$ cat src/hw/cache_conf_pkg.sv
package cache_conf_pkg;

   // ----------------------------------------------------------------------
   // widths
   // ----------------------------------------------------------------------

   // signed integer-pel coordinates and picture dimensions
   localparam int COORD_W = 16;

   // clamped luma fetch start, x and y sized separately
   localparam int X_ADDR_W = 12;
   localparam int Y_ADDR_W = 12;

   // spans, offsets and ends inside one cache block
   localparam int LUMA_DIM_W = 7;
   localparam int CHMA_DIM_W = 6;

   localparam int REF_IDX_W = 4;

   // ----------------------------------------------------------------------
   // types
   // ----------------------------------------------------------------------

   typedef logic signed [COORD_W-1:0] coord_t;

   typedef logic [X_ADDR_W-1:0] xaddr_t;
   typedef logic [Y_ADDR_W-1:0] yaddr_t;

   typedef logic [LUMA_DIM_W-1:0] luma_dim_t;
   typedef logic [CHMA_DIM_W-1:0] chma_dim_t;

   typedef logic [REF_IDX_W-1:0] ref_idx_t;

   // ----------------------------------------------------------------------
   // default cache block geometry
   // ----------------------------------------------------------------------

   // luma block is square
   localparam int DEF_LUMA_BLOCK_DIM = 64;

   // 4:2:0 chroma block
   localparam int DEF_CHMA_BLOCK_WDT = 32;
   localparam int DEF_CHMA_BLOCK_HGT = 32;

endpackage

$ cat src/hw/axis_clip_if.sv
interface axis_clip_if #(
   parameter type start_t = cache_conf_pkg::xaddr_t,
   parameter type dim_t   = cache_conf_pkg::luma_dim_t
);

   // clamped fetch start, already divided down for chroma
   start_t clip_start;

   // part of the request inside the picture
   dim_t span;

   // first and last position inside the cache block
   dim_t offset;
   dim_t block_end;

   modport src (
      output clip_start,
      output span,
      output offset,
      output block_end
   );

   modport dst (
      input clip_start,
      input span,
      input offset,
      input block_end
   );

endinterface

$ cat src/hw/cache_conf_stage.sv
module cache_conf_stage #(
   parameter int LUMA_BLOCK_DIM = cache_conf_pkg::DEF_LUMA_BLOCK_DIM,
   parameter int CHMA_BLOCK_WDT = cache_conf_pkg::DEF_CHMA_BLOCK_WDT,
   parameter int CHMA_BLOCK_HGT = cache_conf_pkg::DEF_CHMA_BLOCK_HGT,
   parameter int C_SUB_X_SHIFT  = 1,
   parameter int C_SUB_Y_SHIFT  = 1
) (
   input  logic                      clk,
   input  logic                      reset,
   input  logic                      valid_in,
   input  logic                      is_req_read,
   input  logic                      tag_compare_stage_ready,

   input  cache_conf_pkg::coord_t    pic_width,
   input  cache_conf_pkg::coord_t    pic_height,
   input  cache_conf_pkg::ref_idx_t  ref_idx_in,

   input  cache_conf_pkg::coord_t    luma_ref_start_x,
   input  cache_conf_pkg::coord_t    luma_ref_start_y,
   input  cache_conf_pkg::coord_t    chma_ref_start_x,
   input  cache_conf_pkg::coord_t    chma_ref_start_y,
   input  cache_conf_pkg::luma_dim_t luma_ref_width_x,
   input  cache_conf_pkg::luma_dim_t luma_ref_height_y,
   input  cache_conf_pkg::luma_dim_t chma_ref_width_x,
   input  cache_conf_pkg::luma_dim_t chma_ref_height_y,

   output logic                      op_conf_fifo_wr_en,
   output cache_conf_pkg::ref_idx_t  ref_idx,

   output cache_conf_pkg::xaddr_t    start_x_luma,
   output cache_conf_pkg::yaddr_t    start_y_luma,
   output logic [cache_conf_pkg::X_ADDR_W-C_SUB_X_SHIFT-1:0] start_x_chma,
   output logic [cache_conf_pkg::Y_ADDR_W-C_SUB_Y_SHIFT-1:0] start_y_chma,

   output cache_conf_pkg::luma_dim_t blk_wdt_luma,
   output cache_conf_pkg::luma_dim_t blk_hgt_luma,
   output cache_conf_pkg::luma_dim_t offset_x_luma,
   output cache_conf_pkg::luma_dim_t offset_y_luma,
   output cache_conf_pkg::luma_dim_t end_x_luma,
   output cache_conf_pkg::luma_dim_t end_y_luma,

   output cache_conf_pkg::chma_dim_t blk_wdt_chma,
   output cache_conf_pkg::chma_dim_t blk_hgt_chma,
   output cache_conf_pkg::chma_dim_t offset_x_chma,
   output cache_conf_pkg::chma_dim_t offset_y_chma,
   output cache_conf_pkg::chma_dim_t end_x_chma,
   output cache_conf_pkg::chma_dim_t end_y_chma
);

   // chroma start addresses lose the subsampling bits
   localparam type chma_xaddr_t = logic [cache_conf_pkg::X_ADDR_W-C_SUB_X_SHIFT-1:0];
   localparam type chma_yaddr_t = logic [cache_conf_pkg::Y_ADDR_W-C_SUB_Y_SHIFT-1:0];

   // ----------------------------------------------------------------------
   // per-axis clip results
   // ----------------------------------------------------------------------

   axis_clip_if #(
      .start_t(cache_conf_pkg::xaddr_t),
      .dim_t  (cache_conf_pkg::luma_dim_t)
   ) luma_x_clip ();

   axis_clip_if #(
      .start_t(cache_conf_pkg::yaddr_t),
      .dim_t  (cache_conf_pkg::luma_dim_t)
   ) luma_y_clip ();

   axis_clip_if #(
      .start_t(chma_xaddr_t),
      .dim_t  (cache_conf_pkg::chma_dim_t)
   ) chma_x_clip ();

   axis_clip_if #(
      .start_t(chma_yaddr_t),
      .dim_t  (cache_conf_pkg::chma_dim_t)
   ) chma_y_clip ();

   // ----------------------------------------------------------------------
   // clippers, x against width and y against height
   // ----------------------------------------------------------------------

   ref_axis_clip #(
      .SUB_SHIFT(0),
      .BLOCK_DIM(LUMA_BLOCK_DIM),
      .start_t  (cache_conf_pkg::xaddr_t),
      .dim_t    (cache_conf_pkg::luma_dim_t)
   ) u_luma_x_clip (
      .ref_start(luma_ref_start_x),
      .ref_size (luma_ref_width_x),
      .pic_dim  (pic_width),
      .clip     (luma_x_clip)
   );

   ref_axis_clip #(
      .SUB_SHIFT(0),
      .BLOCK_DIM(LUMA_BLOCK_DIM),
      .start_t  (cache_conf_pkg::yaddr_t),
      .dim_t    (cache_conf_pkg::luma_dim_t)
   ) u_luma_y_clip (
      .ref_start(luma_ref_start_y),
      .ref_size (luma_ref_height_y),
      .pic_dim  (pic_height),
      .clip     (luma_y_clip)
   );

   ref_axis_clip #(
      .SUB_SHIFT(C_SUB_X_SHIFT),
      .BLOCK_DIM(CHMA_BLOCK_WDT),
      .start_t  (chma_xaddr_t),
      .dim_t    (cache_conf_pkg::chma_dim_t)
   ) u_chma_x_clip (
      .ref_start(chma_ref_start_x),
      .ref_size (chma_ref_width_x),
      .pic_dim  (pic_width),
      .clip     (chma_x_clip)
   );

   ref_axis_clip #(
      .SUB_SHIFT(C_SUB_Y_SHIFT),
      .BLOCK_DIM(CHMA_BLOCK_HGT),
      .start_t  (chma_yaddr_t),
      .dim_t    (cache_conf_pkg::chma_dim_t)
   ) u_chma_y_clip (
      .ref_start(chma_ref_start_y),
      .ref_size (chma_ref_height_y),
      .pic_dim  (pic_height),
      .clip     (chma_y_clip)
   );

   // ----------------------------------------------------------------------
   // output register
   // ----------------------------------------------------------------------

   conf_register #(
      .C_SUB_X_SHIFT(C_SUB_X_SHIFT),
      .C_SUB_Y_SHIFT(C_SUB_Y_SHIFT)
   ) u_conf_register (
      .clk               (clk),
      .reset             (reset),
      .valid             (valid_in),
      .is_req_read       (is_req_read),
      .ready             (tag_compare_stage_ready),
      .ref_idx_in        (ref_idx_in),
      .luma_x            (luma_x_clip),
      .luma_y            (luma_y_clip),
      .chma_x            (chma_x_clip),
      .chma_y            (chma_y_clip),
      .op_conf_fifo_wr_en(op_conf_fifo_wr_en),
      .ref_idx           (ref_idx),
      .start_x_luma      (start_x_luma),
      .start_y_luma      (start_y_luma),
      .start_x_chma      (start_x_chma),
      .start_y_chma      (start_y_chma),
      .blk_wdt_luma      (blk_wdt_luma),
      .blk_hgt_luma      (blk_hgt_luma),
      .offset_x_luma     (offset_x_luma),
      .offset_y_luma     (offset_y_luma),
      .end_x_luma        (end_x_luma),
      .end_y_luma        (end_y_luma),
      .blk_wdt_chma      (blk_wdt_chma),
      .blk_hgt_chma      (blk_hgt_chma),
      .offset_x_chma     (offset_x_chma),
      .offset_y_chma     (offset_y_chma),
      .end_x_chma        (end_x_chma),
      .end_y_chma        (end_y_chma)
   );

endmodule

$ cat src/hw/conf_register.sv
module conf_register #(
   parameter int C_SUB_X_SHIFT = 1,
   parameter int C_SUB_Y_SHIFT = 1
) (
   input  logic                     clk,
   input  logic                     reset,
   input  logic                     valid,
   input  logic                     is_req_read,
   input  logic                     ready,
   input  cache_conf_pkg::ref_idx_t ref_idx_in,

   axis_clip_if.dst                 luma_x,
   axis_clip_if.dst                 luma_y,
   axis_clip_if.dst                 chma_x,
   axis_clip_if.dst                 chma_y,

   output logic                     op_conf_fifo_wr_en,
   output cache_conf_pkg::ref_idx_t ref_idx,

   output cache_conf_pkg::xaddr_t   start_x_luma,
   output cache_conf_pkg::yaddr_t   start_y_luma,
   output logic [cache_conf_pkg::X_ADDR_W-C_SUB_X_SHIFT-1:0] start_x_chma,
   output logic [cache_conf_pkg::Y_ADDR_W-C_SUB_Y_SHIFT-1:0] start_y_chma,

   output cache_conf_pkg::luma_dim_t blk_wdt_luma,
   output cache_conf_pkg::luma_dim_t blk_hgt_luma,
   output cache_conf_pkg::luma_dim_t offset_x_luma,
   output cache_conf_pkg::luma_dim_t offset_y_luma,
   output cache_conf_pkg::luma_dim_t end_x_luma,
   output cache_conf_pkg::luma_dim_t end_y_luma,

   output cache_conf_pkg::chma_dim_t blk_wdt_chma,
   output cache_conf_pkg::chma_dim_t blk_hgt_chma,
   output cache_conf_pkg::chma_dim_t offset_x_chma,
   output cache_conf_pkg::chma_dim_t offset_y_chma,
   output cache_conf_pkg::chma_dim_t end_x_chma,
   output cache_conf_pkg::chma_dim_t end_y_chma
);

   logic accept;

   // ready doubles as the stall from the tag compare stage
   assign accept = valid && ready;

   // ----------------------------------------------------------------------
   // control
   // ----------------------------------------------------------------------

   always_ff @(posedge clk) begin
      if (reset) begin
         op_conf_fifo_wr_en <= 1'b0;
         ref_idx            <= '0;
      end else begin
         // one pulse per accepted read
         op_conf_fifo_wr_en <= accept && is_req_read;
         if (accept) begin
            ref_idx <= ref_idx_in;
         end
      end
   end

   // ----------------------------------------------------------------------
   // clip results
   // ----------------------------------------------------------------------

   always_ff @(posedge clk) begin
      if (accept) begin
         // luma x
         start_x_luma  <= luma_x.clip_start;
         blk_wdt_luma  <= luma_x.span;
         offset_x_luma <= luma_x.offset;
         end_x_luma    <= luma_x.block_end;

         // luma y
         start_y_luma  <= luma_y.clip_start;
         blk_hgt_luma  <= luma_y.span;
         offset_y_luma <= luma_y.offset;
         end_y_luma    <= luma_y.block_end;

         // chroma x
         start_x_chma  <= chma_x.clip_start;
         blk_wdt_chma  <= chma_x.span;
         offset_x_chma <= chma_x.offset;
         end_x_chma    <= chma_x.block_end;

         // chroma y
         start_y_chma  <= chma_y.clip_start;
         blk_hgt_chma  <= chma_y.span;
         offset_y_chma <= chma_y.offset;
         end_y_chma    <= chma_y.block_end;
      end
   end

endmodule

$ cat src/hw/ref_axis_clip.sv
module ref_axis_clip #(
   parameter int  SUB_SHIFT = 0,
   parameter int  BLOCK_DIM = cache_conf_pkg::DEF_LUMA_BLOCK_DIM,
   parameter type start_t   = cache_conf_pkg::xaddr_t,
   parameter type dim_t     = cache_conf_pkg::luma_dim_t
) (
   input  cache_conf_pkg::coord_t    ref_start,
   input  cache_conf_pkg::luma_dim_t ref_size,
   input  cache_conf_pkg::coord_t    pic_dim,
   axis_clip_if.src                  clip
);

   localparam int START_W = $bits(start_t);
   localparam int DIM_W   = $bits(dim_t);
   localparam int SIGN    = cache_conf_pkg::COORD_W - 1;

   localparam dim_t                   BLOCK_LAST = dim_t'(BLOCK_DIM - 1);
   localparam cache_conf_pkg::coord_t COORD_ONE  = 1;

   cache_conf_pkg::coord_t size_ext;
   cache_conf_pkg::coord_t end_coord;
   cache_conf_pkg::coord_t edge_rem;
   cache_conf_pkg::coord_t neg_start;
   cache_conf_pkg::coord_t last_start;

   cache_conf_pkg::coord_t start_sh;
   cache_conf_pkg::coord_t end_sh;
   cache_conf_pkg::coord_t rem_sh;
   cache_conf_pkg::coord_t neg_sh;
   cache_conf_pkg::coord_t size_sh;

   logic start_neg;
   logic end_neg;
   logic rem_neg;
   logic start_past;
   logic end_past;

   // ----------------------------------------------------------------------
   // edge distances
   // ----------------------------------------------------------------------

   assign size_ext   = {{(cache_conf_pkg::COORD_W-cache_conf_pkg::LUMA_DIM_W){1'b0}}, ref_size};
   assign end_coord  = ref_start + size_ext;
   // pixels left between the start and the last column or row
   assign edge_rem   = pic_dim - COORD_ONE - ref_start;
   assign neg_start  = -ref_start;
   assign last_start = (pic_dim >> SUB_SHIFT) - COORD_ONE;

   assign start_neg  = ref_start[SIGN];
   assign end_neg    = end_coord[SIGN];
   assign rem_neg    = edge_rem[SIGN];
   assign start_past = (ref_start >= pic_dim);
   assign end_past   = (end_coord >= pic_dim);

   // all shifted values are non-negative where they get used
   assign start_sh = ref_start >> SUB_SHIFT;
   assign end_sh   = end_coord >> SUB_SHIFT;
   assign rem_sh   = edge_rem >> SUB_SHIFT;
   assign neg_sh   = neg_start >> SUB_SHIFT;
   assign size_sh  = size_ext >> SUB_SHIFT;

   // ----------------------------------------------------------------------
   // clamped start
   // ----------------------------------------------------------------------

   always_comb begin
      if (start_neg) begin
         clip.clip_start = '0;
      end else if (start_past) begin
         clip.clip_start = last_start[START_W-1:0];
      end else begin
         clip.clip_start = start_sh[START_W-1:0];
      end
   end

   // ----------------------------------------------------------------------
   // span, offset and end inside the block
   // ----------------------------------------------------------------------

   always_comb begin
      clip.offset = '0;
      if (start_neg) begin
         // starts above or left of the picture
         clip.block_end = BLOCK_LAST;
         if (end_neg) begin
            clip.offset = BLOCK_LAST;
            clip.span   = '0;
         end else begin
            clip.offset = neg_sh[DIM_W-1:0];
            clip.span   = end_sh[DIM_W-1:0];
         end
      end else if (end_past) begin
         // runs over the right or bottom edge
         if (rem_neg) begin
            clip.span      = '0;
            clip.block_end = '0;
         end else begin
            clip.span      = rem_sh[DIM_W-1:0];
            clip.block_end = rem_sh[DIM_W-1:0];
         end
      end else begin
         clip.span      = size_sh[DIM_W-1:0];
         clip.block_end = size_sh[DIM_W-1:0];
      end
   end

endmodule

$ cat config.mk
export PLATFORM = sky130hd
export DESIGN_NAME = cache_conf_stage
export DESIGN_NICKNAME = d
export VERILOG_FILES = /design/src/hw/cache_conf_pkg.sv /design/src/hw/axis_clip_if.sv /design/src/hw/cache_conf_stage.sv /design/src/hw/conf_register.sv /design/src/hw/ref_axis_clip.sv
export SDC_FILE = /design/constraint.sdc
export NUM_CORES = 1
export LEC_CHECK = 0
export ABC_AREA = 1
export BUFFER_PORTS_ARGS = -buffer_cell sky130_fd_sc_hd__buf_2
export CORE_MARGIN = 3
export CORE_UTILIZATION = 35
export CTS_BUF_LIST = sky130_fd_sc_hd__clkbuf_8 sky130_fd_sc_hd__clkbuf_16
export CTS_CLUSTER_SIZE = 16
export DETAILED_ROUTE_END_ITERATION = 10
export SYNTH_ARGS = -nofsm -noshare
export SYNTH_HDL_FRONTEND = slang
export SYNTH_HIERARCHICAL = 1
export SYNTH_SLANG_ARGS = --single-unit
$ cat constraint.sdc
create_clock -name clk -period 6.3 [get_ports clk]
set_input_delay 0.63 -clock clk [delete_from_list [all_inputs] [get_ports clk]]
set_output_delay 0.63 -clock clk [all_outputs]
set_load 0.05 [all_outputs]
# Word level (Yosys, flattened, before mapping)
# Cells that the tools add are included.
# word_totals
regBits	129
inputBits	133
out_inout_bits	129
wordCells	80
# classes
add_sub_neg	16
n_lt_le_gt_ge	8
muxes	24
bitwise_logic	4
n_reduce_logical	6
# ops
operator	count
greater-or-equal comparator 16 bit	8
adder 16 x 8 -> 16 bit	4
subtractor 16 bit	4
2-to-1 mux 6 bit	10
2-to-1 mux 7 bit	8
subtractor 16 x 2 -> 16 bit (second input constant)	2
negation 7 bit	4
2-to-1 mux 12 bit	2
2-to-1 mux 11 bit	2
subtractor 11 x 1 -> 11 bit (second input constant)	2
2-to-1 mux 5 bit	2
OR reduction 2 bit	4
NOT 1 bit	4
logical AND 1 bit	2

# Longest topological paths before layout
# Gate-level depths: netlist of the first run.
# depth
depth_word	5
mapped_depth	25
depth_no_buf	25

# Hierarchy
# Netlist of the first run, hierarchy kept.
# modules_own_cells
module	n_inst	cells_each	area_per_inst_um2	seq_area_each_um2
ref_axis_clip at u_luma_x_clip ...	2	492	2852.7	0.0
conf_register	1	154	3920.0	3823.7
ref_axis_clip at u_chma_x_clip	1	443	2641.3	0.0
ref_axis_clip at u_chma_y_clip	1	440	2631.3	0.0

# Worst setup path after synthesis of the first run
# No wires, ideal clock.
# synth_timing
path_type	input port to flip-flop
from	in valid_in
to	reg u_conf_register.blk_hgt_chma[0] (enable)
setup_ns	0.477
arrival_ns	3.149
t_required_ns	5.823
slack_ns	2.675
cell_stages	2
path_buffers	0
cell_sequence	nand2_2 > inv_1
# synth_via
elab_chain_cells	1
# synth_rtl
element	line_no	source
start: declaration	cache_conf_stage.sv:10	input logic valid_in,
logical AND 1 bit	conf_register.sv:43	assign accept = valid && ready;
net u_conf_register.accept	conf_register.sv:40	logic accept;
end signal: assignment	conf_register.sv:88	blk_hgt_chma <= chma_y.span;
end: declaration	conf_register.sv:33	output cache_conf_pkg::chma_dim_t blk_hgt_chma,
# The timed path passes the listed nets, and every way through them passes these cells.
# A chain may end at the register's enable or synchronous reset.

==> impl_results.md, run 1 <==
- Seq. cell area: 3824 µm²
- Diodes inserted: 0
- Clock Skew: 0 ps
- Maximum vdd drop: about 0.00018 V
- Post-route ant nets: 0
- Worst reg2reg path depth: 4
- Cts repair resizes: 0
- Clock-pin slew on the worst setup and hold paths: 70 ps
- Detail Placement HPWL: 38780 µm
- Crit-path max FO: 8
- DRC errors left: 0
- Crit start category: input pin
- Post-synth top flop: edfxtp_1
- # H-tree levels: 4
- Ranking of synthesized cells by area: edfxtp_1 (25%), ha_1 (18%), nand2_1 (12%)
- GRT Total Usage: 20.91%
- Share of cells above drive strength 1: 16.96%
- CTS tree: yes
- Initial antenna violation count: 2
- Die X: 212.3 µm
- Final nets: about 2.6k
- Vias in the first global route: 13.65k
- Largest net degree at the start of global routing: 66
- Reg2reg setup slack: 5700 ps
- Cell Pwr Density: 201.0 nW/µm²
- Placer Congestion: 0.9132
- Worst Hold Class: input pin to flip-flop
- CTS Root Cell: clkbuf_16
- # fillers: 4358
- I/O Buffers: 261
- Core box area: 41480 µm²
- Reg-to-Reg End: u_conf_register/ref_idx[0]$_SDFFE_PP0P_
- Static Leak: 0.009093 µW
- Pre-Repair DR Iteration Count: 6
- Die footprint: 45080 µm²
- Post-synth ARST share: 0%
- R2r startpoint: u_conf_register/ref_idx[0]$_SDFFE_PP0P_
- Crit. End Element: flip-flop
- Starting Density: approximately 36%
- Yosys top cell area share: about a quarter
- Synthesized instance count: slightly above 2k
- Mapped Nets: approximately 2.4k
- Global-route wire length before repair: 73710 µm
- Critical Path AT: 4050 ps
- Die Y: ~210 µm
- Post-CTS setup buffers: 0
- Slew headroom: roughly 40%
- Final Hold Violating Endpoints: 0
- Count of cell types in the netlist: 41
- IO Count: approximately 260
- Total clock sinks: 129
- Area of the mapped netlist: between 10000 and 15000 µm²
- Crit path launch: luma_ref_start_y[3]
- Final setup fails: 0
- Slew at the pin with the worst max-slew slack: 902.7 ps
- Status: finished, final reports clean
- Yosys warnings: 6
- Area growth from synthesis to layout: 16.21%
- Register area share after synthesis: 25.67%
- Post-synth EDFFs: 124
- Clock buffer depth: 2
- Maxcap violations: 0
- Commonest non-fill, non-tap cell in the layout: nand2_1
- Worst EP required: 6510 ps
- # hold bufs at CTS: 0
- Final Util: 41.74%
- Crit share post-route: 60.93%
- FMAX: 260.5 MHz
- CP Capture Point: u_conf_register/blk_hgt_luma[3]$_DFFE_PP_
- Footprint of the multi-input gates: 9607 µm²
- DP Worst Slack: 2047 ps
- Clk Latency, worst-skew pair: ~470 ps
- TNS Setup: 0 ps
- Final WS setup: 2461 ps
- Pins over their slew limit: 0
- WL final: roughly 47000 µm
- Mean number of vias per cell: 4.998
- Most frequent cells in the layout: nand2_1 (479), inv_1 (334), buf_2 (261)
- Yosys reg bits: 129
- Starting DRT DRC Count: 921
- Post-synth top area cell: edfxtp_1
- RSZ-0062 raised after global routing: no
- Kind of critical path: input pin to flip-flop
- Fin crit period: 3839 ps
- Site row count: 74
- Total CTS buffers: 17
- DR WL/cell: 16.68 µm
- Vias: 14.12k
- Total global routing overflow: 0
- Avg Inst Size Synth: 7.372 µm²
stage by stage:
step	total power, µW	cell area (µm²)	hold WS (ps)	instances
finish	3481	17310	384.8	2826
global route	3712	17310	370.9	2826
detailed placement	2497	16730	503.6	2794
floorplan	2114	14900	725.9	2021
CTS	3516	17310	343.2	2826
global placement	2480	16730	496.8	2794
final cells by class:
| type | count | area share, % |
|---|---|---|
| clock buffers | 17 | 2.457 |
| clock inverters | 15 | 0.9106 |
| inverters | 349 | 7.581 |
| multi-input cells | 1521 | 55.49 |
| flip-flops and latches | 129 | 22.09 |
| well taps | 532 | 3.845 |
| repair buffers | 263 | 7.632 |
sequential cells by signal, indices dropped and copies added, names as in the netlist:
register / flops
u_conf_register/blk_wdt_luma: 7
u_conf_register/end_y_chma: 6
u_conf_register/blk_hgt_chma: 6
u_conf_register/start_x_luma: 12
u_conf_register/offset_y_chma: 6
u_conf_register/start_y_chma: 11
u_conf_register/offset_x_luma: 7
u_conf_register/start_y_luma: 12
u_conf_register/offset_x_chma: 6
u_conf_register/offset_y_luma: 7
u_conf_register/end_x_chma: 6
u_conf_register/blk_hgt_luma: 7
u_conf_register/blk_wdt_chma: 6
u_conf_register/end_y_luma: 7
u_conf_register/ref_idx: 4
u_conf_register/op_conf_fifo_wr_en: 1
u_conf_register/start_x_chma: 11
u_conf_register/end_x_luma: 7
worst min-delay path by stage:
stage | start | end | slack, ps | depth (start not counted)
floorplan | u_conf_register/ref_idx[0]$_SDFFE_PP0P_ | u_conf_register/ref_idx[0]$_SDFFE_PP0P_ | 730 | 4
detailed placement | u_conf_register/ref_idx[2]$_SDFFE_PP0P_ | u_conf_register/ref_idx[2]$_SDFFE_PP0P_ | 500 | 4
finish | is_req_read | u_conf_register/op_conf_fifo_wr_en$_SDFF_PP0_ | 380 | 3
global placement | u_conf_register/ref_idx[3]$_SDFFE_PP0P_ | u_conf_register/ref_idx[3]$_SDFFE_PP0P_ | 500 | 4
CTS | is_req_read | u_conf_register/op_conf_fifo_wr_en$_SDFF_PP0_ | 340 | 3
global route | ref_idx_in[1] | u_conf_register/ref_idx[1]$_SDFFE_PP0P_ | 370 | 3
cell families after synthesis:
group           share of synthesized area [%]
compound gates                          6.164
xor+xnor                                7.584
fa+ha+maj                               19.55
buf+inv                                 9.851
flops                                   25.67
simple gates                            31.18
synth_stat cells (5+ instances only):
| cell | count |
|---|---|
| o21bai_1 | 6 |
| ha_1 | 220 |
| nand3_1 | 130 |
| fa_1 | 8 |
| dfxtp_1 | 5 |
| nor4_1 | 6 |
| edfxtp_1 | 124 |
| o21ai_0 | 36 |
| nor2_4 | 8 |
| nor2_2 | 12 |
| nand4_4 | 8 |
| nor2_1 | 205 |
| inv_1 | 335 |
| xnor2_1 | 24 |
| nand3_2 | 6 |
| nand3_4 | 6 |
| xor2_1 | 105 |
| clkbuf_1 | 8 |
| nand2_1 | 479 |
| inv_2 | 10 |
| nand4_1 | 76 |
| nand2_2 | 27 |
| nor3_1 | 20 |
| o21ai_1 | 14 |
| a21oi_1 | 98 |
per-layer routing:
metal / vias up / share of wire, % / GRT usage, %
met3: 54 / 5.7 / 4.087
met4: 4 / 1.9 / 5.575
met1: 6516 / 43 / 26.11
met5: - / 0.057 / 0
li1: 7141 / - / -
met2: 409 / 49 / 36.93
power breakdown:
part / switching, µW / internal (µW)
clock: 466 / 529
sequential: 19.9 / 1030
combinational: 1010 / 427
critical path, cell delays in order:
cell	delay, ps
buf_2	150
ha_1	350
inv_1	80
nor3_1	180
nand2_1	90
o211ai_1	220
nand2_2	200
nor2_2	150
inv_1	90
nand2_2	140
inv_1	90
ha_1	400
nand2_1	90
nor2_2	180
nand2_2	100
nor2_4	140
nand2_2	100
nand4_4	180
nand3_4	130
nand2_1	120
nand2_1	50
nand2_1	60
nand2_1	100
Note: power is estimated with default switching activity, not from simulation.
==> inputs of run 2 (changes only) <==
Clock period 6.3 ns to 3.4 ns, I/O delays scaled along.
==> run 2 against run 1 <==
Net effect: worst hold slack worse by 280 ps; register-to-register slack worse by 2900 ps; flip-flop and latch count stayed put; die area stayed put; largest cell class unchanged; highest routed layer unchanged; first-iteration DRC count is 9.3% higher; critical path depth is 1 lower; power is 93% higher; clock-buffer cell count is 1 higher; clock power is 94% higher; sequential power is 86% higher; utilization is 2.7 points higher.
==> impl_results.md, run 2 (synthesis results as in run 1) <==
- Die footprint: 45080 µm² (unchanged)
- Commonest non-fill, non-tap cell in the layout: nand2_1
- Final WS setup: 217.7 ps (-2243 ps)
- WL final: 48080 µm (+2.0%)
- Critical Path AT: 3380 ps (-670 ps)
- DP Worst Slack: -274.2 ps (-2321 ps)
- Worst EP required: 3600 ps (-2910 ps)
- Area growth from synthesis to layout: 23.63%
- RSZ-0062 raised after global routing: no
- Worst path depth: 22 (-4.3%)
- Largest stage delay, worst path: 420 ps (+20 ps)
- # hold bufs at CTS: 0 (unchanged)
- Die X: 212.3 µm (unchanged)
- Total clock sinks: 129 (unchanged)
- Vias: 14.69k (+4.0%)
- Final Hold Violating Endpoints: 0 (unchanged)
- Final Power: 6714 µW (+93%)
- Cell Pwr Density: 364.5 nW/µm² (+81%)
- Worst path slowest cell: fa_1
- Maxcap violations: 0 (unchanged)
- CP delay by family, top: simple AND/OR/NAND/NOR gates
- GRT Total Usage: 21.11% (+0.20 points)
- Slew headroom: 68.01% (+28 points)
- Final nets: 2780 (+5.2%)
- Cts repair resizes: 0 (unchanged)
- DRC errors left: 0 (unchanged)
- TNS Setup: 0 ps (unchanged)
- Mean number of vias per cell: 4.954 (-0.87%)
- I/O Buffers: 261 (unchanged)
- Worst Hold Class: input pin to flip-flop
- Total global routing overflow: 0 (unchanged)
- Post-CTS setup buffers: 0 (unchanged)
- Clock Skew: 0 ps (unchanged)
- Biggest regs: u_conf_register/start_x_luma (12), u_conf_register/start_y_luma (12)
- IO Count: 262 (unchanged)
- Crit-path most repeated cell: nand2_1
- Design area: 18420 µm² (+6.4%)
- GRT met1 Usage: 26.29% (+0.18 points)
- Slew at the pin with the worst max-slew slack: 479.9 ps (-422.8 ps)
- Routing usage on met3: 3.896% (-0.19 points)
- Die Y: 212.3 µm (unchanged)
- Placer Congestion: 0.9516 (+4.2%)
- Site row count: 74 (unchanged)
- Vias in the first global route: 14.32k (+4.9%)
- Initial antenna violation count: 4 (+2)
- Starting Density: 35.92% (unchanged)
- Share of cells above drive strength 1: 21.63% (+4.7 points)
- Clk Latency, worst-skew pair: 450 ps (-20 ps)
- Met2 usage: 37.09% (+0.16 points)
- Pins over their slew limit: 0 (unchanged)
- Hold Crit Depth: 3 (unchanged)
- Clock-pin slew on the worst setup and hold paths: 60 ps (about the same)
- Global-route wire length before repair: 75110 µm (+1.9%)
- CTS Root Cell: clkbuf_16
- Post-route ant nets: 0 (unchanged)
- Final Util: 44.40% (+2.7 points)
- Starting DRT DRC Count: 1007 (+9.3%)
- Maximum vdd drop: 0.0002575 V (+46%)
- Final setup fails: 0 (unchanged)
- Status: finished, final reports clean
- FMAX: 314.2 MHz
- Largest net degree at the start of global routing: 64 (-3.0%)
- Worst reg2reg path depth: 4 (unchanged)
- Static Leak: 0.009787 µW (+7.6%)
- # H-tree levels: 4 (unchanged)
- DR WL/cell: 16.22 µm (-2.8%)
- Fin crit period: 3182 ps
- Crit share post-route: 93.60%
- Pre-Repair DR Iteration Count: 5 (-1)
- Core box area: 41480 µm² (unchanged)
- CTS tree: yes
- Clock buffer depth: 2 (unchanged)
- Diodes inserted: 0 (unchanged)
- Total CTS buffers: 17 (unchanged)
- Crit path cell chain: buf_2 > ha_1 > inv_1 > fa_1 > nor3_1 > nor2_1 > nor2_1 > o21ai_0 > nor2_1 > xor2_1 > ha_1 > nand2_1 > nor2_4 > nand2_2 > nor2_4 > nand2_2 > nand4_4 > nand3_4 > nand2_1 > nand2_1 > nand2_1 > nand2_1
- Crit-path max FO: 7 (-1)
- Crit. End Element: flip-flop
- Detail Placement HPWL: 40360 µm (+4.1%)
- Crit start category: input pin
- Placed cell areas: 17800 µm² (+6.4%)
- Kind of critical path: input pin to flip-flop
- GR peak layer: met2
- Most frequent cells in the layout: nand2_1 (479), inv_1 (336), buf_2 (261)
- WP buf/inv: 2 (-2)
[run 2: worst paths after layout]
| check | start | end | slack [ps] |
|---|---|---|---|
| max reg2reg | u_conf_register/ref_idx[3]$_SDFFE_PP0P_ | u_conf_register/ref_idx[3]$_SDFFE_PP0P_ | 2770 |
| min reg2reg | u_conf_register/ref_idx[1]$_SDFFE_PP0P_ | u_conf_register/ref_idx[1]$_SDFFE_PP0P_ | 510 |
| min | ref_idx_in[0] | u_conf_register/ref_idx[0]$_SDFFE_PP0P_ | 110 |
| max | chma_ref_start_y[0] | u_conf_register/blk_hgt_chma[2]$_DFFE_PP_ | 220 |
[run 2: metal layers]
metal	wire, µm	vias to the layer above
met1	20480	6766
li1	-	7409
met5	26	-
met4	1119	6
met3	2826	71
met2	23630	433
[run 2: tightest hold or removal path, delay by kind of cell]
kind / cells / cell delay [ps]
AND/OR/NAND/NOR: 2 / 120
buffers and inverters: 1 / 70
[run 2: per-stage QoR]
step | instances | hold WS, ps
after floorplan | 2021 | 461.0
after global placement | 2932 | 498.6
after detailed placement | 2932 | 501.5
after CTS | 2964 | 78.53
after global routing | 2964 | 98.67
final | 2964 | 109.0
[run 2: layout make-up]
cell class | count | area, µm²
Clock buffer | 18 | 439.2
Clock inverter | 14 | 167.7
Fill cell | 4259 | 23060
Inverter | 349 | 1313
Multi-Input combinational cell | 1521 | 9614
Sequential cell | 129 | 3824
Tap cell | 532 | 665.6
Timing Repair Buffer | 401 | 2395
[run 2: power breakdown]
group	leakage, µW	internal [µW]	switching [µW]
combinational	0.00832	924	1900
sequential	0.00116	1910	41.0
clock	0.000302	1170	765
==> inputs of run 3 (changes only) <==
Settings changed: SYNTH_HIERARCHICAL 1 to not set.
==> run 3 against run 2 <==
Net effect: worst hold slack got worse by 17 ps; power increased by 0.67%; area after synthesis fell by 0.28%; largest power group unchanged; synthesized cell count increased by 1.4%; critical endpoint is now u_conf_register.end_y_chma[2]$_SDFFCE_PP1P_; critical path depth decreased by 1.
==> impl_results.md, run 3 <==
- Final nets: 2834 (+1.9%)
- Post-route insts no fill: 3008 (+1.5%)
- Fin crit period: 3112 ps (-70.31 ps)
- Avg Inst Size Synth: 7.251 µm² (-1.6%)
- Crit. End Element: flip-flop
- Vias in the first global route: 14.74k (+2.9%)
- Adder-cell share of the synthesized area: 20.45% (+0.90 points)
- Worst reg2reg path depth: 2 (-2)
- Multiplexer share of the synthesized area: 0% (unchanged)
- Synth Area in Compound Gates: 7.158% (+0.99 points)
- Register area share after synthesis: 25.74% (+0.071 points)
- Share of cells above drive strength 1: 21.04% (-0.59 points)
- Hold EP: u_conf_register.op_conf_fifo_wr_en$_SDFF_PP0_
- Initial antenna violation count: 0 (-4)
- Post-synth EDFFs: 124 (unchanged)
- Starting Density: 35.90% (about the same)
- Detail Placement HPWL: 41700 µm (+3.3%)
- Status: finished, final reports clean
- Clock-pin slew on the worst setup and hold paths: 70 ps (about the same)
- Worst Hold Class: input pin to flip-flop
- Crit-path max FO: 6 (-1)
- Cts repair resizes: 0 (unchanged)
- Vias: 14.78k (+0.61%)
- Site row count: 74 (unchanged)
- Clock buffer depth: 2 (unchanged)
- Largest net degree at the start of global routing: 43 (-33%)
- Yosys top cell area share: 25.06% (+0.069 points)
- Post-synth ARST share: 0% (unchanged)
- Cells after DPL: 2976 (+1.5%)
- # H-tree levels: 4 (unchanged)
- R2r startpoint: u_conf_register.ref_idx[0]$_SDFFE_PP0P_
- Core box area: 41390 µm² (-0.22%)
- Yosys warnings: 0 (-6)
- Reg-to-Reg End: u_conf_register.ref_idx[0]$_SDFFE_PP0P_
- Slew at the pin with the worst max-slew slack: 641.5 ps (+161.7 ps)
- Top post-synthesis cells by count: nand2_1 (553), inv_1 (349), ha_1 (230)
- CP delay by family, top: simple AND/OR/NAND/NOR gates
- Post-CTS setup buffers: 0 (unchanged)
- Cell with the most instances after synthesis: nand2_1
- Cell Pwr Density: 364.8 nW/µm² (about the same)
- Crit-path most repeated cell: nand2_1
- Critical Path AT: 3300 ps (-80 ps)
- Die footprint: 44960 µm² (-0.27%)
- Hold_ws: 91.82 ps (-17.21 ps)
- Reg2reg setup slack: 2810 ps (+40 ps)
- Clk Latency, worst-skew pair: 460 ps (about the same)
- Starting DRT DRC Count: 837 (-17%)
- Final Hold Violating Endpoints: 0 (unchanged)
- Global-route wire length before repair: 77440 µm (+3.1%)
- Post-synth top area cell: edfxtp_1
- Die X: 212.0 µm (-0.13%)
- DR WL/cell: 16.54 µm (+2.0%)
- IO Count: 262 (unchanged)
- Die Y: 212.0 µm (-0.13%)
- Yosys reg bits: 129 (unchanged)
- Total global routing overflow: 0 (unchanged)
- Commonest non-fill, non-tap cell in the layout: nand2_1
- Ranking of synthesized cells by area: edfxtp_1 (25%), ha_1 (19%), nand2_1 (14%)
- Mapped Nets: 2420 (+1.6%)
- Pre-Repair DR Iteration Count: 5 (unchanged)
- Main combinational cell family by area after synthesis: simple AND/OR/NAND/NOR gates
- Maximum vdd drop: 0.0002621 V (+1.8%)
- Slew headroom: 57.18% (-11 points)
- FMAX: 321.3 MHz (+2.3%)
- XOR/XNOR Fraction of Synth Area: 6.721% (-0.86 points)
- Final setup fails: 0 (unchanged)
- TNS Setup: 0 ps (unchanged)
- Worst path slowest cell: fa_1
- Crit path cell chain: buf_2 > ha_1 > inv_1 > fa_1 > o21ai_1 > nand4_1 > nand2_1 > nand2_1 > nor3_2 > xor2_1 > ha_1 > nand2_1 > nor2_1 > a21boi_0 > nor2_1 > nand3_1 > nand2_1 > buf_4 > nand4_1 > nand3_1 > nand2_1
- Static Leak: 0.01002 µW (+2.4%)
- Placer Congestion: 0.9424 (-0.97%)
- Largest stage delay, worst path: 400 ps (-20 ps)
- # hold bufs at CTS: 0 (unchanged)
- Biggest regs: u_conf_register.start_x_luma (12), u_conf_register.start_y_luma (12)
- Post-route ant nets: 0 (unchanged)
- Crit start category: input pin
- Total CTS buffers: 17 (unchanged)
- Hold Crit Depth: 2 (-1)
- Final Util: 44.77% (+0.37 points)
- Area of the mapped netlist: 14860 µm² (-0.28%)
- Clock Skew: 0 ps (unchanged)
- Pins over their slew limit: 0 (unchanged)
- Total clock sinks: 129 (unchanged)
- I/O Buffers: 261 (unchanged)
- Worst EP required: 3580 ps (-20 ps)
- Maxcap violations: 0 (unchanged)
- WL final: 49760 µm (+3.5%)
- DRC errors left: 0 (unchanged)
- CTS Root Cell: clkbuf_16
- CTS tree: yes
- WP buf/inv: 3 (+1)
- Area growth from synthesis to layout: 24.71%
- Count of cell types in the netlist: 49 (+20%)
- Post-synth top flop: edfxtp_1
- GRT Total Usage: 22.13% (+1.0 points)
- Synth Area in Simple Gates: 30.21% (-0.97 points)
- Diodes inserted: 0 (unchanged)
- Synthesized instance count: 2049 (+1.4%)
- Mean number of vias per cell: 4.912 (-0.86%)
- Most frequent cells in the layout: nand2_1 (552), inv_1 (348), buf_2 (261)
- Crit share post-route: 91.53% (-2.1 points)
- Kind of critical path: input pin to flip-flop
- Hold path start: reset
==> run 3: cell types whose count changed in the layout (fill, tap and decap cells not counted), sizes merged, moves of 9 or more <==
cell   previous run  this run
xor2            105        88
nand2           508       561
nor2            225       211
buf             401       416
a21oi           102       125
nand3           142       123
o21ai            50        41
inv             347       359
ha              220       230
nor3             26        13
==> run 3: logic make-up after synthesis <==
kind of cell	after synthesis
AOI/OAI and AO/OA	196
xor gates and xnor gates	114
adders and majority gates	238
buffers and inverters	373
DFF	129
and+or+nand+nor	999
==> run 3: cell type report <==
cell class	instances	area [µm²]
clock buffer	18	439.2
sequential	129	3824
clock inverter	14	143.9
timing repair buffer	416	2507
tap	532	665.6
fill	4265	22860
multi-input combinational	1547	9624
inverter	352	1324
==> run 3: per-layer routing <==
metal | part of all wire, % | GRT usage, %
met5 | 0 | 0
met3 | 4.8 | 3.010
met2 | 49 | 39.77
met4 | 2.5 | 7.182
met1 | 43 | 27.35
==> run 3: worst max-delay path by stage <==
| stage | end | slack (ps) | depth (start not counted) | start |
|---|---|---|---|---|
| 3_3_place_gp | u_conf_register.end_y_chma[0]$_SDFFCE_PP1P_ | -180 | 21 | chma_ref_start_y[0] |
| 2_1_floorplan | u_conf_register.blk_hgt_chma[0]$_DFFE_PP_ | 1 | 2 | valid_in |
| 3_5_place_dp | u_conf_register.end_x_luma[4]$_SDFFCE_PP1P_ | -190 | 24 | luma_ref_start_x[0] |
| 4_1_cts | u_conf_register.end_y_chma[2]$_SDFFCE_PP1P_ | 290 | 21 | chma_ref_start_y[0] |
| 5_1_grt | u_conf_register.blk_wdt_luma[0]$_DFFE_PP_ | -30 | 23 | luma_ref_start_x[0] |
| 6_report | u_conf_register.end_y_chma[2]$_SDFFCE_PP1P_ | 290 | 21 | chma_ref_start_y[0] |
==> run 3: per-stage QoR <==
step	instance area (µm²)	power [µW]	worst slack, ps
after global placement	17910	4849	-176.7
after floorplan	14860	3949	1.224
after CTS	18490	6812	294.5
after global routing	18530	7218	-26.71
after detailed placement	17910	4888	-190.0
final	18530	6759	288.0
==> run 3: power breakdown <==
group	leakage [µW]	internal [µW]	switching [µW]
combinational	0.00858	973	1940
clock	0.000281	1050	836
sequential	0.00116	1920	39.8
